$ cat src/hw/cache_pkg.sv
// Shared cache package
// Geometry, address fields, request and mode encodings
package cache_pkg;

  // --------------------
  // Geometry
  localparam int addr_w   = 32;
  localparam int data_w   = 32;
  localparam int num_sets = 8;
  localparam int idx_w    = 3;
  localparam int tag_w    = 27;
  localparam int cnt_w    = 10;
  localparam int max_ways = 3;

  // Byte offset of a word, below the index
  localparam int off_w = 2;

  // --------------------
  // Request and mode types
  typedef enum logic {
    req_read  = 1'b0,
    req_write = 1'b1
  } req_type_t;

  // Shared pool assignment, code 3 falls back to the split mapping
  typedef enum logic [1:0] {
    mode_split = 2'd0,
    mode_all_a = 2'd1,
    mode_all_b = 2'd2
  } mode_t;

  // --------------------
  // Address fields
  function automatic logic [idx_w-1:0] addr_idx(input logic [addr_w-1:0] addr);
    return addr[off_w +: idx_w];
  endfunction

  function automatic logic [tag_w-1:0] addr_tag(input logic [addr_w-1:0] addr);
    return addr[addr_w-1 -: tag_w];
  endfunction

endpackage

$ cat src/hw/bank_if.sv
`timescale 1ns/1ps
// Cache way access
// One lookup or refill from a controller slot to a way
interface bank_if;
  import cache_pkg::*;

  // Request side
  logic              en;
  logic              write;
  logic [idx_w-1:0]  idx;
  logic [tag_w-1:0]  tag;
  logic [data_w-1:0] wr_data;

  // Result of a lookup, valid one cycle later
  logic [data_w-1:0] rd_data;
  logic              hit;

  modport user (
    output en,
    output write,
    output idx,
    output tag,
    output wr_data,
    input  rd_data,
    input  hit
  );

  modport bank (
    input  en,
    input  write,
    input  idx,
    input  tag,
    input  wr_data,
    output rd_data,
    output hit
  );

endinterface

$ cat src/hw/cache_bank.sv
`timescale 1ns/1ps
// Cache way
// Tag, valid and data arrays with a registered tag compare
module cache_bank (
  input logic  clk,
  input logic  reset,
  input logic  flush,
  bank_if.bank bank
);
  import cache_pkg::*;

  logic [tag_w-1:0]    tag_array  [num_sets];
  logic [data_w-1:0]   data_array [num_sets];
  logic [num_sets-1:0] valid;

  // Lookup result registers
  logic              rd_valid;
  logic [tag_w-1:0]  rd_tag;
  logic [tag_w-1:0]  lookup_tag;
  logic [data_w-1:0] rd_word;

  logic do_lookup;
  logic do_write;

  assign do_lookup = bank.en && !bank.write;
  assign do_write  = bank.en && bank.write;

  // --------------------
  // Valid bits
  always_ff @(posedge clk) begin
    if (reset || flush) begin
      valid <= '0;
    end else if (do_write) begin
      valid[bank.idx] <= 1'b1;
    end
  end

  // Tag and data arrays
  always_ff @(posedge clk) begin
    if (do_write) begin
      tag_array[bank.idx]  <= bank.tag;
      data_array[bank.idx] <= bank.wr_data;
    end
  end

  // --------------------
  // Lookup, compared one cycle later
  always_ff @(posedge clk) begin
    if (reset) begin
      rd_valid <= 1'b0;
    end else if (do_lookup) begin
      rd_valid <= valid[bank.idx];
    end
  end

  always_ff @(posedge clk) begin
    if (do_lookup) begin
      rd_tag     <= tag_array[bank.idx];
      lookup_tag <= bank.tag;
      rd_word    <= data_array[bank.idx];
    end
  end

  assign bank.hit     = rd_valid && (rd_tag == lookup_tag);
  assign bank.rd_data = rd_word;

endmodule

$ cat src/hw/shared_way_xbar.sv
`timescale 1ns/1ps
// Shared way crossbar
// Mode register, flush pulse and routing of ways 2 and 3 to the processors
module shared_way_xbar (
  input  logic             clk,
  input  logic             reset,
  input  cache_pkg::mode_t way_mode,
  input  logic             idle_a,
  input  logic             idle_b,
  bank_if.bank             a_slot1,
  bank_if.bank             a_slot2,
  bank_if.bank             b_slot1,
  bank_if.bank             b_slot2,
  bank_if.user             bank2,
  bank_if.user             bank3,
  output logic             flush,
  output logic [1:0]       ways_a,
  output logic [1:0]       ways_b
);
  import cache_pkg::*;

  mode_t mode_in;
  mode_t mode_r;
  logic  is_all_a;
  logic  is_all_b;

  // Unlisted code behaves as split
  always_comb begin
    case (way_mode)
      mode_all_a: mode_in = mode_all_a;
      mode_all_b: mode_in = mode_all_b;
      default:    mode_in = mode_split;
    endcase
  end

  // --------------------
  // Mode register, switched only while both sides are idle
  assign flush = idle_a && idle_b && (mode_in != mode_r);

  always_ff @(posedge clk) begin
    if (reset) begin
      mode_r <= mode_split;
    end else if (flush) begin
      mode_r <= mode_in;
    end
  end

  assign is_all_a = (mode_r == mode_all_a);
  assign is_all_b = (mode_r == mode_all_b);

  assign ways_a = is_all_a ? 2'd3 : (is_all_b ? 2'd1 : 2'd2);
  assign ways_b = is_all_b ? 2'd3 : (is_all_a ? 2'd1 : 2'd2);

  // --------------------
  // Bank 2 belongs to a unless all ways go to b
  assign bank2.en      = is_all_b ? b_slot1.en      : a_slot1.en;
  assign bank2.write   = is_all_b ? b_slot1.write   : a_slot1.write;
  assign bank2.idx     = is_all_b ? b_slot1.idx     : a_slot1.idx;
  assign bank2.tag     = is_all_b ? b_slot1.tag     : a_slot1.tag;
  assign bank2.wr_data = is_all_b ? b_slot1.wr_data : a_slot1.wr_data;

  // Bank 3 is b's second way, or the last way of the owning side
  assign bank3.en      = is_all_a ? a_slot2.en :
                         (is_all_b ? b_slot2.en : b_slot1.en);
  assign bank3.write   = is_all_a ? a_slot2.write :
                         (is_all_b ? b_slot2.write : b_slot1.write);
  assign bank3.idx     = is_all_a ? a_slot2.idx :
                         (is_all_b ? b_slot2.idx : b_slot1.idx);
  assign bank3.tag     = is_all_a ? a_slot2.tag :
                         (is_all_b ? b_slot2.tag : b_slot1.tag);
  assign bank3.wr_data = is_all_a ? a_slot2.wr_data :
                         (is_all_b ? b_slot2.wr_data : b_slot1.wr_data);

  // Results back to the slots, unassigned slots read as a miss
  assign a_slot1.hit     = !is_all_b && bank2.hit;
  assign a_slot1.rd_data = is_all_b ? '0 : bank2.rd_data;
  assign a_slot2.hit     = is_all_a && bank3.hit;
  assign a_slot2.rd_data = is_all_a ? bank3.rd_data : '0;
  assign b_slot1.hit     = is_all_b ? bank2.hit : (!is_all_a && bank3.hit);
  assign b_slot1.rd_data = is_all_b ? bank2.rd_data : (is_all_a ? '0 : bank3.rd_data);
  assign b_slot2.hit     = is_all_b && bank3.hit;
  assign b_slot2.rd_data = is_all_b ? bank3.rd_data : '0;

endmodule

$ cat src/hw/cache_port_ctrl.sv
`timescale 1ns/1ps
// Per-processor cache controller
// Hit detection, read refill, write-through, victim pointers and counters
module cache_port_ctrl (
  input  logic                         clk,
  input  logic                         reset,
  input  logic                         flush,
  input  logic [1:0]                   ways,
  input  logic                         req_val,
  output logic                         req_rdy,
  input  cache_pkg::req_type_t         req_type,
  input  logic [cache_pkg::addr_w-1:0] req_addr,
  input  logic [cache_pkg::data_w-1:0] req_data,
  output logic                         resp_val,
  input  logic                         resp_rdy,
  output logic [cache_pkg::data_w-1:0] resp_data,
  output logic                         mem_req_val,
  input  logic                         mem_req_rdy,
  output cache_pkg::req_type_t         mem_req_type,
  output logic [cache_pkg::addr_w-1:0] mem_req_addr,
  output logic [cache_pkg::data_w-1:0] mem_req_data,
  input  logic                         mem_resp_val,
  output logic                         mem_resp_rdy,
  input  logic [cache_pkg::data_w-1:0] mem_resp_data,
  output logic                         idle,
  output logic [cache_pkg::cnt_w-1:0]  req_cnt,
  output logic [cache_pkg::cnt_w-1:0]  miss_cnt,
  bank_if.user                         slot0,
  bank_if.user                         slot1,
  bank_if.user                         slot2
);
  import cache_pkg::*;

  typedef enum logic [2:0] {
    st_idle,
    st_lookup,
    st_mem_request,
    st_mem_wait,
    st_respond
  } state_t;

  state_t state;
  state_t state_next;

  // Registered request
  req_type_t         req_type_r;
  logic [addr_w-1:0] req_addr_r;
  logic [data_w-1:0] req_data_r;
  logic [data_w-1:0] resp_data_r;

  // Round-robin victim per set
  logic [num_sets-1:0][1:0] victim;
  logic [1:0]               victim_way;
  logic [1:0]               victim_next;

  logic                accept;
  logic                is_read;
  logic                refill;
  logic [addr_w-1:0]   cur_addr;
  logic [idx_w-1:0]    cur_idx;
  logic [max_ways-1:0] slot_hit;
  logic [max_ways-1:0] slot_en;
  logic [max_ways-1:0] slot_write;
  logic [data_w-1:0]   slot_data [max_ways];
  logic [data_w-1:0]   wr_word;
  logic                any_hit;
  logic [1:0]          hit_way;
  logic [data_w-1:0]   hit_data;

  // --------------------
  // Handshakes
  assign idle         = (state == st_idle);
  assign req_rdy      = idle && !flush;
  assign accept       = req_val && req_rdy;
  assign resp_val     = (state == st_respond);
  assign resp_data    = resp_data_r;
  assign mem_req_val  = (state == st_mem_request);
  assign mem_req_type = req_type_r;
  assign mem_req_addr = req_addr_r;
  assign mem_req_data = req_data_r;
  assign mem_resp_rdy = (state == st_mem_wait);

  assign is_read = (req_type_r == req_read);
  assign refill  = (state == st_mem_wait) && mem_resp_val && is_read;

  // Lookup uses the incoming address, later steps the registered one
  assign cur_addr = idle ? req_addr : req_addr_r;
  assign cur_idx  = addr_idx(cur_addr);

  // --------------------
  // Slot results, first hit wins
  assign slot_hit     = {slot2.hit, slot1.hit, slot0.hit};
  assign slot_data[0] = slot0.rd_data;
  assign slot_data[1] = slot1.rd_data;
  assign slot_data[2] = slot2.rd_data;
  assign any_hit      = |slot_hit;

  always_comb begin
    hit_way  = 2'd0;
    hit_data = slot_data[0];
    for (int i = max_ways - 1; i >= 0; i--) begin
      if (slot_hit[i]) begin
        hit_way  = 2'(i);
        hit_data = slot_data[i];
      end
    end
  end

  assign victim_way  = victim[cur_idx];
  assign victim_next = (victim_way + 2'd1 >= ways) ? 2'd0 : victim_way + 2'd1;

  // Slot requests
  always_comb begin
    slot_en    = '0;
    slot_write = '0;
    case (state)
      st_idle: slot_en = {max_ways{accept}};
      st_lookup: begin
        if (!is_read && any_hit) begin
          slot_en[hit_way]    = 1'b1;
          slot_write[hit_way] = 1'b1;
        end
      end
      st_mem_wait: begin
        if (refill) begin
          slot_en[victim_way]    = 1'b1;
          slot_write[victim_way] = 1'b1;
        end
      end
      default: begin
      end
    endcase
  end

  // Refill takes the memory word, a write hit the request word
  assign wr_word = (state == st_mem_wait) ? mem_resp_data : req_data_r;

  assign slot0.en      = slot_en[0];
  assign slot0.write   = slot_write[0];
  assign slot0.idx     = cur_idx;
  assign slot0.tag     = addr_tag(cur_addr);
  assign slot0.wr_data = wr_word;
  assign slot1.en      = slot_en[1];
  assign slot1.write   = slot_write[1];
  assign slot1.idx     = cur_idx;
  assign slot1.tag     = addr_tag(cur_addr);
  assign slot1.wr_data = wr_word;
  assign slot2.en      = slot_en[2];
  assign slot2.write   = slot_write[2];
  assign slot2.idx     = cur_idx;
  assign slot2.tag     = addr_tag(cur_addr);
  assign slot2.wr_data = wr_word;

  // --------------------
  // FSM
  always_comb begin
    state_next = state;
    case (state)
      st_idle:        if (accept) state_next = st_lookup;
      st_lookup:      state_next = (is_read && any_hit) ? st_respond : st_mem_request;
      st_mem_request: if (mem_req_rdy) state_next = st_mem_wait;
      st_mem_wait:    if (mem_resp_val) state_next = st_respond;
      st_respond:     if (resp_rdy) state_next = st_idle;
      default:        state_next = st_idle;
    endcase
  end

  always_ff @(posedge clk) begin
    if (reset) begin
      state <= st_idle;
    end else begin
      state <= state_next;
    end
  end

  always_ff @(posedge clk) begin
    if (accept) begin
      req_type_r <= req_type;
      req_addr_r <= req_addr;
      req_data_r <= req_data;
    end
    if (state == st_lookup && is_read && any_hit) begin
      resp_data_r <= hit_data;
    end else if (state == st_mem_wait && mem_resp_val) begin
      resp_data_r <= mem_resp_data;
    end
  end

  // Counters wrap
  always_ff @(posedge clk) begin
    if (reset) begin
      req_cnt  <= '0;
      miss_cnt <= '0;
    end else begin
      if (accept) req_cnt <= req_cnt + cnt_w'(1);
      if (state == st_lookup && !any_hit) miss_cnt <= miss_cnt + cnt_w'(1);
    end
  end

  always_ff @(posedge clk) begin
    if (reset || flush) begin
      victim <= '0;
    end else if (refill) begin
      victim[cur_idx] <= victim_next;
    end
  end

endmodule

$ cat src/hw/shared_cache.sv
`timescale 1ns/1ps
// Shared cache top
// Two private ways, two pooled ways and one controller per processor
module shared_cache (
  input  logic                         clk,
  input  logic                         reset,
  input  cache_pkg::mode_t             way_mode,
  // Processor a
  input  logic                         req_val_a,
  output logic                         req_rdy_a,
  input  cache_pkg::req_type_t         req_type_a,
  input  logic [cache_pkg::addr_w-1:0] req_addr_a,
  input  logic [cache_pkg::data_w-1:0] req_data_a,
  output logic                         resp_val_a,
  input  logic                         resp_rdy_a,
  output logic [cache_pkg::data_w-1:0] resp_data_a,
  output logic                         mem_req_val_a,
  input  logic                         mem_req_rdy_a,
  output cache_pkg::req_type_t         mem_req_type_a,
  output logic [cache_pkg::addr_w-1:0] mem_req_addr_a,
  output logic [cache_pkg::data_w-1:0] mem_req_data_a,
  input  logic                         mem_resp_val_a,
  output logic                         mem_resp_rdy_a,
  input  logic [cache_pkg::data_w-1:0] mem_resp_data_a,
  output logic [cache_pkg::cnt_w-1:0]  req_cnt_a,
  output logic [cache_pkg::cnt_w-1:0]  miss_cnt_a,
  // Processor b
  input  logic                         req_val_b,
  output logic                         req_rdy_b,
  input  cache_pkg::req_type_t         req_type_b,
  input  logic [cache_pkg::addr_w-1:0] req_addr_b,
  input  logic [cache_pkg::data_w-1:0] req_data_b,
  output logic                         resp_val_b,
  input  logic                         resp_rdy_b,
  output logic [cache_pkg::data_w-1:0] resp_data_b,
  output logic                         mem_req_val_b,
  input  logic                         mem_req_rdy_b,
  output cache_pkg::req_type_t         mem_req_type_b,
  output logic [cache_pkg::addr_w-1:0] mem_req_addr_b,
  output logic [cache_pkg::data_w-1:0] mem_req_data_b,
  input  logic                         mem_resp_val_b,
  output logic                         mem_resp_rdy_b,
  input  logic [cache_pkg::data_w-1:0] mem_resp_data_b,
  output logic [cache_pkg::cnt_w-1:0]  req_cnt_b,
  output logic [cache_pkg::cnt_w-1:0]  miss_cnt_b
);

  logic       flush;
  logic       idle_a;
  logic       idle_b;
  logic [1:0] ways_a;
  logic [1:0] ways_b;

  // Controller slots and shared bank ports
  bank_if a_slot0 ();
  bank_if a_slot1 ();
  bank_if a_slot2 ();
  bank_if b_slot0 ();
  bank_if b_slot1 ();
  bank_if b_slot2 ();
  bank_if bank2_port ();
  bank_if bank3_port ();

  // --------------------
  // Ways, private ones never flush
  cache_bank bank0_inst (.clk(clk), .reset(reset), .flush(1'b0), .bank(a_slot0));
  cache_bank bank1_inst (.clk(clk), .reset(reset), .flush(1'b0), .bank(b_slot0));
  cache_bank bank2_inst (.clk(clk), .reset(reset), .flush(flush), .bank(bank2_port));
  cache_bank bank3_inst (.clk(clk), .reset(reset), .flush(flush), .bank(bank3_port));

  shared_way_xbar xbar_inst (
    .clk(clk), .reset(reset), .way_mode(way_mode),
    .idle_a(idle_a), .idle_b(idle_b),
    .a_slot1(a_slot1), .a_slot2(a_slot2), .b_slot1(b_slot1), .b_slot2(b_slot2),
    .bank2(bank2_port), .bank3(bank3_port),
    .flush(flush), .ways_a(ways_a), .ways_b(ways_b)
  );

  // --------------------
  // Controllers
  cache_port_ctrl ctrl_a_inst (
    .clk(clk), .reset(reset), .flush(flush), .ways(ways_a),
    .req_val(req_val_a), .req_rdy(req_rdy_a), .req_type(req_type_a),
    .req_addr(req_addr_a), .req_data(req_data_a),
    .resp_val(resp_val_a), .resp_rdy(resp_rdy_a), .resp_data(resp_data_a),
    .mem_req_val(mem_req_val_a), .mem_req_rdy(mem_req_rdy_a),
    .mem_req_type(mem_req_type_a), .mem_req_addr(mem_req_addr_a),
    .mem_req_data(mem_req_data_a),
    .mem_resp_val(mem_resp_val_a), .mem_resp_rdy(mem_resp_rdy_a),
    .mem_resp_data(mem_resp_data_a),
    .idle(idle_a), .req_cnt(req_cnt_a), .miss_cnt(miss_cnt_a),
    .slot0(a_slot0), .slot1(a_slot1), .slot2(a_slot2)
  );

  cache_port_ctrl ctrl_b_inst (
    .clk(clk), .reset(reset), .flush(flush), .ways(ways_b),
    .req_val(req_val_b), .req_rdy(req_rdy_b), .req_type(req_type_b),
    .req_addr(req_addr_b), .req_data(req_data_b),
    .resp_val(resp_val_b), .resp_rdy(resp_rdy_b), .resp_data(resp_data_b),
    .mem_req_val(mem_req_val_b), .mem_req_rdy(mem_req_rdy_b),
    .mem_req_type(mem_req_type_b), .mem_req_addr(mem_req_addr_b),
    .mem_req_data(mem_req_data_b),
    .mem_resp_val(mem_resp_val_b), .mem_resp_rdy(mem_resp_rdy_b),
    .mem_resp_data(mem_resp_data_b),
    .idle(idle_b), .req_cnt(req_cnt_b), .miss_cnt(miss_cnt_b),
    .slot0(b_slot0), .slot1(b_slot1), .slot2(b_slot2)
  );

endmodule

$ cat config.mk
export PLATFORM = sky130hd
export DESIGN_NAME = shared_cache
export DESIGN_NICKNAME = d
export VERILOG_FILES = /design/src/hw/cache_pkg.sv /design/src/hw/bank_if.sv /design/src/hw/cache_bank.sv /design/src/hw/shared_way_xbar.sv /design/src/hw/cache_port_ctrl.sv /design/src/hw/shared_cache.sv
export SDC_FILE = /design/constraint.sdc
export NUM_CORES = 2
export LEC_CHECK = 0
export BUFFER_PORTS_ARGS = -buffer_cell sky130_fd_sc_hd__buf_2
export CELL_PAD_IN_SITES_DETAIL_PLACEMENT = 2
export CELL_PAD_IN_SITES_GLOBAL_PLACEMENT = 2
export CORE_AREA = 2 2 468 470
export DETAILED_ROUTE_END_ITERATION = 16
export DIE_AREA = 0 0 470 472
export GPL_TIMING_DRIVEN = 0
export HOLD_SLACK_MARGIN = 0.08
export MAX_ROUTING_LAYER = met4
export PLACE_DENSITY = 0.88
export RECOVER_POWER = 25
export SLEW_MARGIN = 20
export SYNTH_ARGS = -nofsm -noshare
export SYNTH_HDL_FRONTEND = slang
export SYNTH_SLANG_ARGS = --single-unit
$ cat constraint.sdc
create_clock -name clk -period 18.3 [get_ports clk]
set_clock_uncertainty 0.15 [all_clocks]
set_input_delay 0.915 -clock clk [delete_from_list [all_inputs] [get_ports clk]]
set_output_delay 0.915 -clock clk [all_outputs]
set_load 0.02 [all_outputs]
==> flow_metrics.tcl, run 1 <==
set metrics [dict create \
    status "aborted with a tool error" \
    flow.stopped_at "global routing (5_1_grt)" \
    stop_error "[ERROR GRT-0232] Routing congestion too high. Check the congestion heatmap in the GUI." \
    clock_sinks 2542 \
    row_count 171 \
    cts_buffers 285 \
    synth_common_cells "edfxtp_1 (2426), nand2_1 (664), mux2i_1 (381)" \
    synthDistinctLibCells 75 \
    avgSynthCellArea_um2 16.1 \
    yosys-top-cells-area "edfxtp_1 (75%), mux2i_1 (3.9%), nand2_1 (2.6%)" \
    synth_edf_count 2426 \
    io_pins 448 \
    syn_area_mm2 0.0971 \
    synth_warnings 0 \
    synth_top_area_cell "edfxtp_1" \
    synth.most_common_cell "edfxtp_1" \
    cts_max_path_buffers 4 \
    synth_top_area_share 0.750 \
    port_buffers 446 \
    grt-ovfl-total 855 \
    routabilityCongestion 0.973 \
    ys_ff_latch 2542 \
    postSynthCellCount 6018 \
    die_height_um 472 \
    grt_max_degree 55 \
    grt_use_total 0.796 \
    die_x_um 470 \
    hpwlAfterDp_um 374000 \
    synthesis.nets 6240 \
    htree_levels 5 \
    ys_seq_area_frac 0.774 \
    initial_core_util 0.449 \
    synthFlopType "edfxtp_1" \
    root_buffer "clkbuf_16" \
    synthArstFlopShare 0 \
]
## cell families after synthesis
logic type,synth area share
buffers and inverters,0.0196
AND/OR/NAND/NOR,0.0558
AO/OA/AOI/OAI,0.0882
XOR/XNOR,0.0115
flip-flops,0.774
multiplexers,0.0490
adder cells (fa/ha/maj),0.00206
## routing by layer
metal	overflow	track usage
met1	70	0.775
met2	394	0.898
met3	76	0.704
met4	315	0.777
met5	-	-
## per-stage QoR
step / setup slack, ns / cells / area, um2 / util
after CTS: 10.17 / 10200 / 117000 / 0.540
after global placement: 3.93 / 9318 / 103000 / 0.475
after floorplan: 10.49 / 6018 / 97100 / -
after detailed placement: 10.44 / 9541 / 107000 / 0.494
## what timing repair did
item	in CTS
hold buffers	120
gates resized for setup	0
buffers inserted	0
endpoints found under the hold margin	120
==> inputs of run 2 (changes only) <==
--- a/config.mk
+++ b/config.mk
@@ -6,15 +6,11 @@
 export NUM_CORES = 2
 export LEC_CHECK = 0
 export BUFFER_PORTS_ARGS = -buffer_cell sky130_fd_sc_hd__buf_2
-export CELL_PAD_IN_SITES_DETAIL_PLACEMENT = 2
-export CELL_PAD_IN_SITES_GLOBAL_PLACEMENT = 2
-export CORE_AREA = 2 2 468 470
+export CORE_AREA = 2 2 572 574
 export DETAILED_ROUTE_END_ITERATION = 16
-export DIE_AREA = 0 0 470 472
+export DIE_AREA = 0 0 574 576
 export GPL_TIMING_DRIVEN = 0
-export HOLD_SLACK_MARGIN = 0.08
-export MAX_ROUTING_LAYER = met4
-export PLACE_DENSITY = 0.88
+export PLACE_DENSITY_LB_ADDON = 0.15
 export RECOVER_POWER = 25
 export SLEW_MARGIN = 20
 export SYNTH_ARGS = -nofsm -noshare
==> run 2 against run 1 <==
Net effect:
- the flow now finishes, with violations (max-capacitance violations, max-slew violations)
- synthesized cell count stayed put
- area after synthesis stayed put
==> flow_metrics.tcl, run 2 <==
set metrics [dict create \
    rrSetupSlack_ns 9.87 \
    power.density_mw_per_mm2 146 \
    cts_tree "yes" \
    setup_viol 0 \
    multiInputGateArea_mm2 0.0206 \
    worst_pin_slew_ns 4.33 \
    top_usage_layer "met2" \
    synth_xor_area_frac 0.0115 \
    required_ns 18.12 \
    wl_per_cell_um 33.7 \
    first_pass_iters 8 \
    synthDistinctLibCells 75 \
    crit_path_frequent_cell "clkbuf_1" \
    cts.repair.resized 0 \
    synth_top_area_cell "edfxtp_1" \
    synth.most_common_cell "edfxtp_1" \
    muxShareOfSynthArea 0.0490 \
    viasPerCell 5.31 \
    synthFlopType "edfxtp_1" \
    ys_seq_area_frac 0.774 \
    syn2layout_area_growth_pct 22.2 \
    finalCriticalPeriod_ns 8.43 \
    antenna_found_initial 59 \
    dieArea_mm2 0.331 \
    synth_edf_count 2426 \
    avgSynthCellArea_um2 16.1 \
    p_sw_frac 0.336 \
    final_nets 7330 \
    critPathMaxStageDelay_ns 1.91 \
    postSynthCellCount 6018 \
    nFillCells 31100 \
    worst_slack_ns 9.87 \
    start_kind "flop" \
    crit_path_end_kind "flop" \
    ff_latch_area_mm2 0.0752 \
    use_met1 0.315 \
    root_buffer "clkbuf_16" \
    path_cells "clkbuf_1 > nor3_1 > clkbuf_1 > a21oi_1 > nand2_1 > clkinvlp_2 > clkbuf_1" \
    io_pins 448 \
    cts_buffers 293 \
    synth_top_family_by_area "compound AO/OA/AOI/OAI gates" \
    tns_ns 0 \
    min_path_type "in -> reg" \
    initial_core_util 0.299 \
    grt-ovfl-total 0 \
    vias 62200 \
    layout_common_cells "edfxtp_1 (2426), nand2_1 (662), clkbuf_1 (602), a21oi_1 (350), mux2i_1 (320)" \
    period_share 0.460 \
    met3_usage 0.0575 \
    yosys-top-cells-area "edfxtp_1 (75%), mux2i_1 (3.9%), nand2_1 (2.6%)" \
    use_met2 0.351 \
    row_count 210 \
    grt_pass1_vias 59300 \
    drv_slew 276 \
    violations "max-capacitance violations, max-slew violations" \
    timing.fmax_mhz 119 \
    synthArstFlopShare 0 \
    hold_viol_final 0 \
    switchingPower_mw 5.82 \
    layout_commonest_cell "edfxtp_1" \
    cp.arrival_ns 8.24 \
    clock_sinks 2542 \
    routabilityCongestion 0.946 \
    ir_worst_vdd_mv 0.0913 \
    seqPwrFrac 0.428 \
    combPwrFrac 0.235 \
    syn_area_mm2 0.0971 \
    drc_errors 0 \
    die_height_um 576 \
    rsz0062_at_grt "false" \
    p_int_mw 11.5 \
    htree_levels 5 \
    insertion_delay_ns 0.95 \
    drt_wl_total_um 395000 \
    core-area_mm2 0.325 \
    slowest_stage "clkbuf_1" \
    grt_use_total 0.231 \
    synth_top_area_share 0.750 \
    status "finished, violations left" \
    synth_warnings 0 \
    die_x_um 574 \
    drive_above_1_share 0.150 \
    clock_power_share 0.336 \
    grt_pass1_wl_um 525000 \
    critPathBufInv 4 \
    p_leak_nw 39.3 \
    drtIter0Drc 8729 \
    yosys.area_share.simple 0.0558 \
    ys_ff_latch 2542 \
    port_buffers 446 \
    hpwlAfterDp_um 293000 \
    worstSetupPathType "reg -> reg" \
    synth_compound_area_frac 0.0882 \
    grt_max_degree 62 \
    synth_common_cells "edfxtp_1 (2426), nand2_1 (664), mux2i_1 (381)" \
    path_delay_family "buffers and inverters" \
    max_cap_viol_count 49 \
    synthesis.nets 6240 \
    relSlewSlack -1.88 \
    post_cts_buffers 0 \
    ant_nets 0 \
    cts_max_path_buffers 4 \
    critPathMaxFanout 57 \
    place_ws_ns 10.95 \
    clk_transition_reported_paths_ns 0.06 \
    synthAdderAreaFrac 0.00206 \
]
[run 2: cell counts after synthesis]
No cell type changed its count.
[run 2: final timing paths]
check	to	start	cells past startpoint
setup / recovery	bank1_inst.rd_tag[23]$_DFFE_PP_	ctrl_a_inst.state[0]$_SDFFE_PP0P_	7
hold / removal	ctrl_a_inst.mem_req_addr[27]$_DFFE_PP_	req_addr_a[27]	1
setup reg to reg	bank1_inst.rd_tag[23]$_DFFE_PP_	ctrl_a_inst.state[0]$_SDFFE_PP0P_	7
hold reg to reg	bank1_inst.rd_valid$_SDFFE_PP0P_	bank1_inst.rd_valid$_SDFFE_PP0P_	2
[run 2: logic make-up (layout without fill, tap and decap cells)]
| family | after synthesis | in the layout |
|---|---|---|
| xor+xnor | 127 | 127 |
| mux | 461 | 461 |
| other cells | 0 | 27 |
| fa+ha+maj | 16 | 16 |
| compound gates | 1205 | 1205 |
| buf+inv | 466 | 1793 |
| flops | 2542 | 2542 |
| simple gates | 1201 | 1201 |
[run 2: per-stage QoR]
step / utilization / total power [mW] / cell area (um2) / cells / hold WS (ns)
floorplan: - / 9.26 / 97100 / 6018 / 0.270
global placement: 0.322 / 11.4 / 105000 / 10800 / 0.289
detailed placement: 0.339 / 11.7 / 110000 / 11100 / 0.296
CTS: 0.370 / 17.5 / 120000 / 11700 / 0.00453
global route: 0.365 / 17.7 / 119000 / 11700 / 0.0405
finish: 0.365 / 17.3 / 119000 / 11700 / 0.0549
[run 2: routing by layer]
layer	vias to the layer above	part of all wire
li1	26000	-
met1	32500	0.41
met2	3095	0.44
met3	635	0.097
met4	34	0.047
met5	-	0.0013
[run 2: final cells by class]
cell class / count / share of cell area
sequential: 2542 / 0.633
multi-input combinational: 3010 / 0.173
clock buffer: 363 / 0.0650
timing repair buffer: 795 / 0.0523
tap: 4346 / 0.0458
clock inverter: 169 / 0.0136
buffer: 335 / 0.0120
inverter: 131 / 0.00415
antenna: 27 / 0.000569
[run 2: repair_timing]
item | CTS | global route
hold endpoints to repair | 67 | 0
hold buffers | 67 | 0
endpoints found under the setup margin | 0 | 0
[run 2: worst reg2reg max path, delay by kind of cell (launching register included)]
kind / cells / cell delay, ns
flip-flops: 1 / 0.29
buffers and inverters: 4 / 4.68
AO/OA/AOI/OAI: 1 / 0.71
AND/OR/NAND/NOR: 2 / 1.60
[run 2: power groups by stage]
stage	Clock [mW]	Combinational (mW)	Sequential, mW
6_report	5.82	4.07	7.40
5_1_grt	6.11	4.22	7.42
3_3_place_gp	0	3.84	7.56
3_5_place_dp	0	4.17	7.51
4_1_cts	5.90	4.19	7.40
2_1_floorplan	0	1.79	7.48
Power figures use the tool's default switching activity.
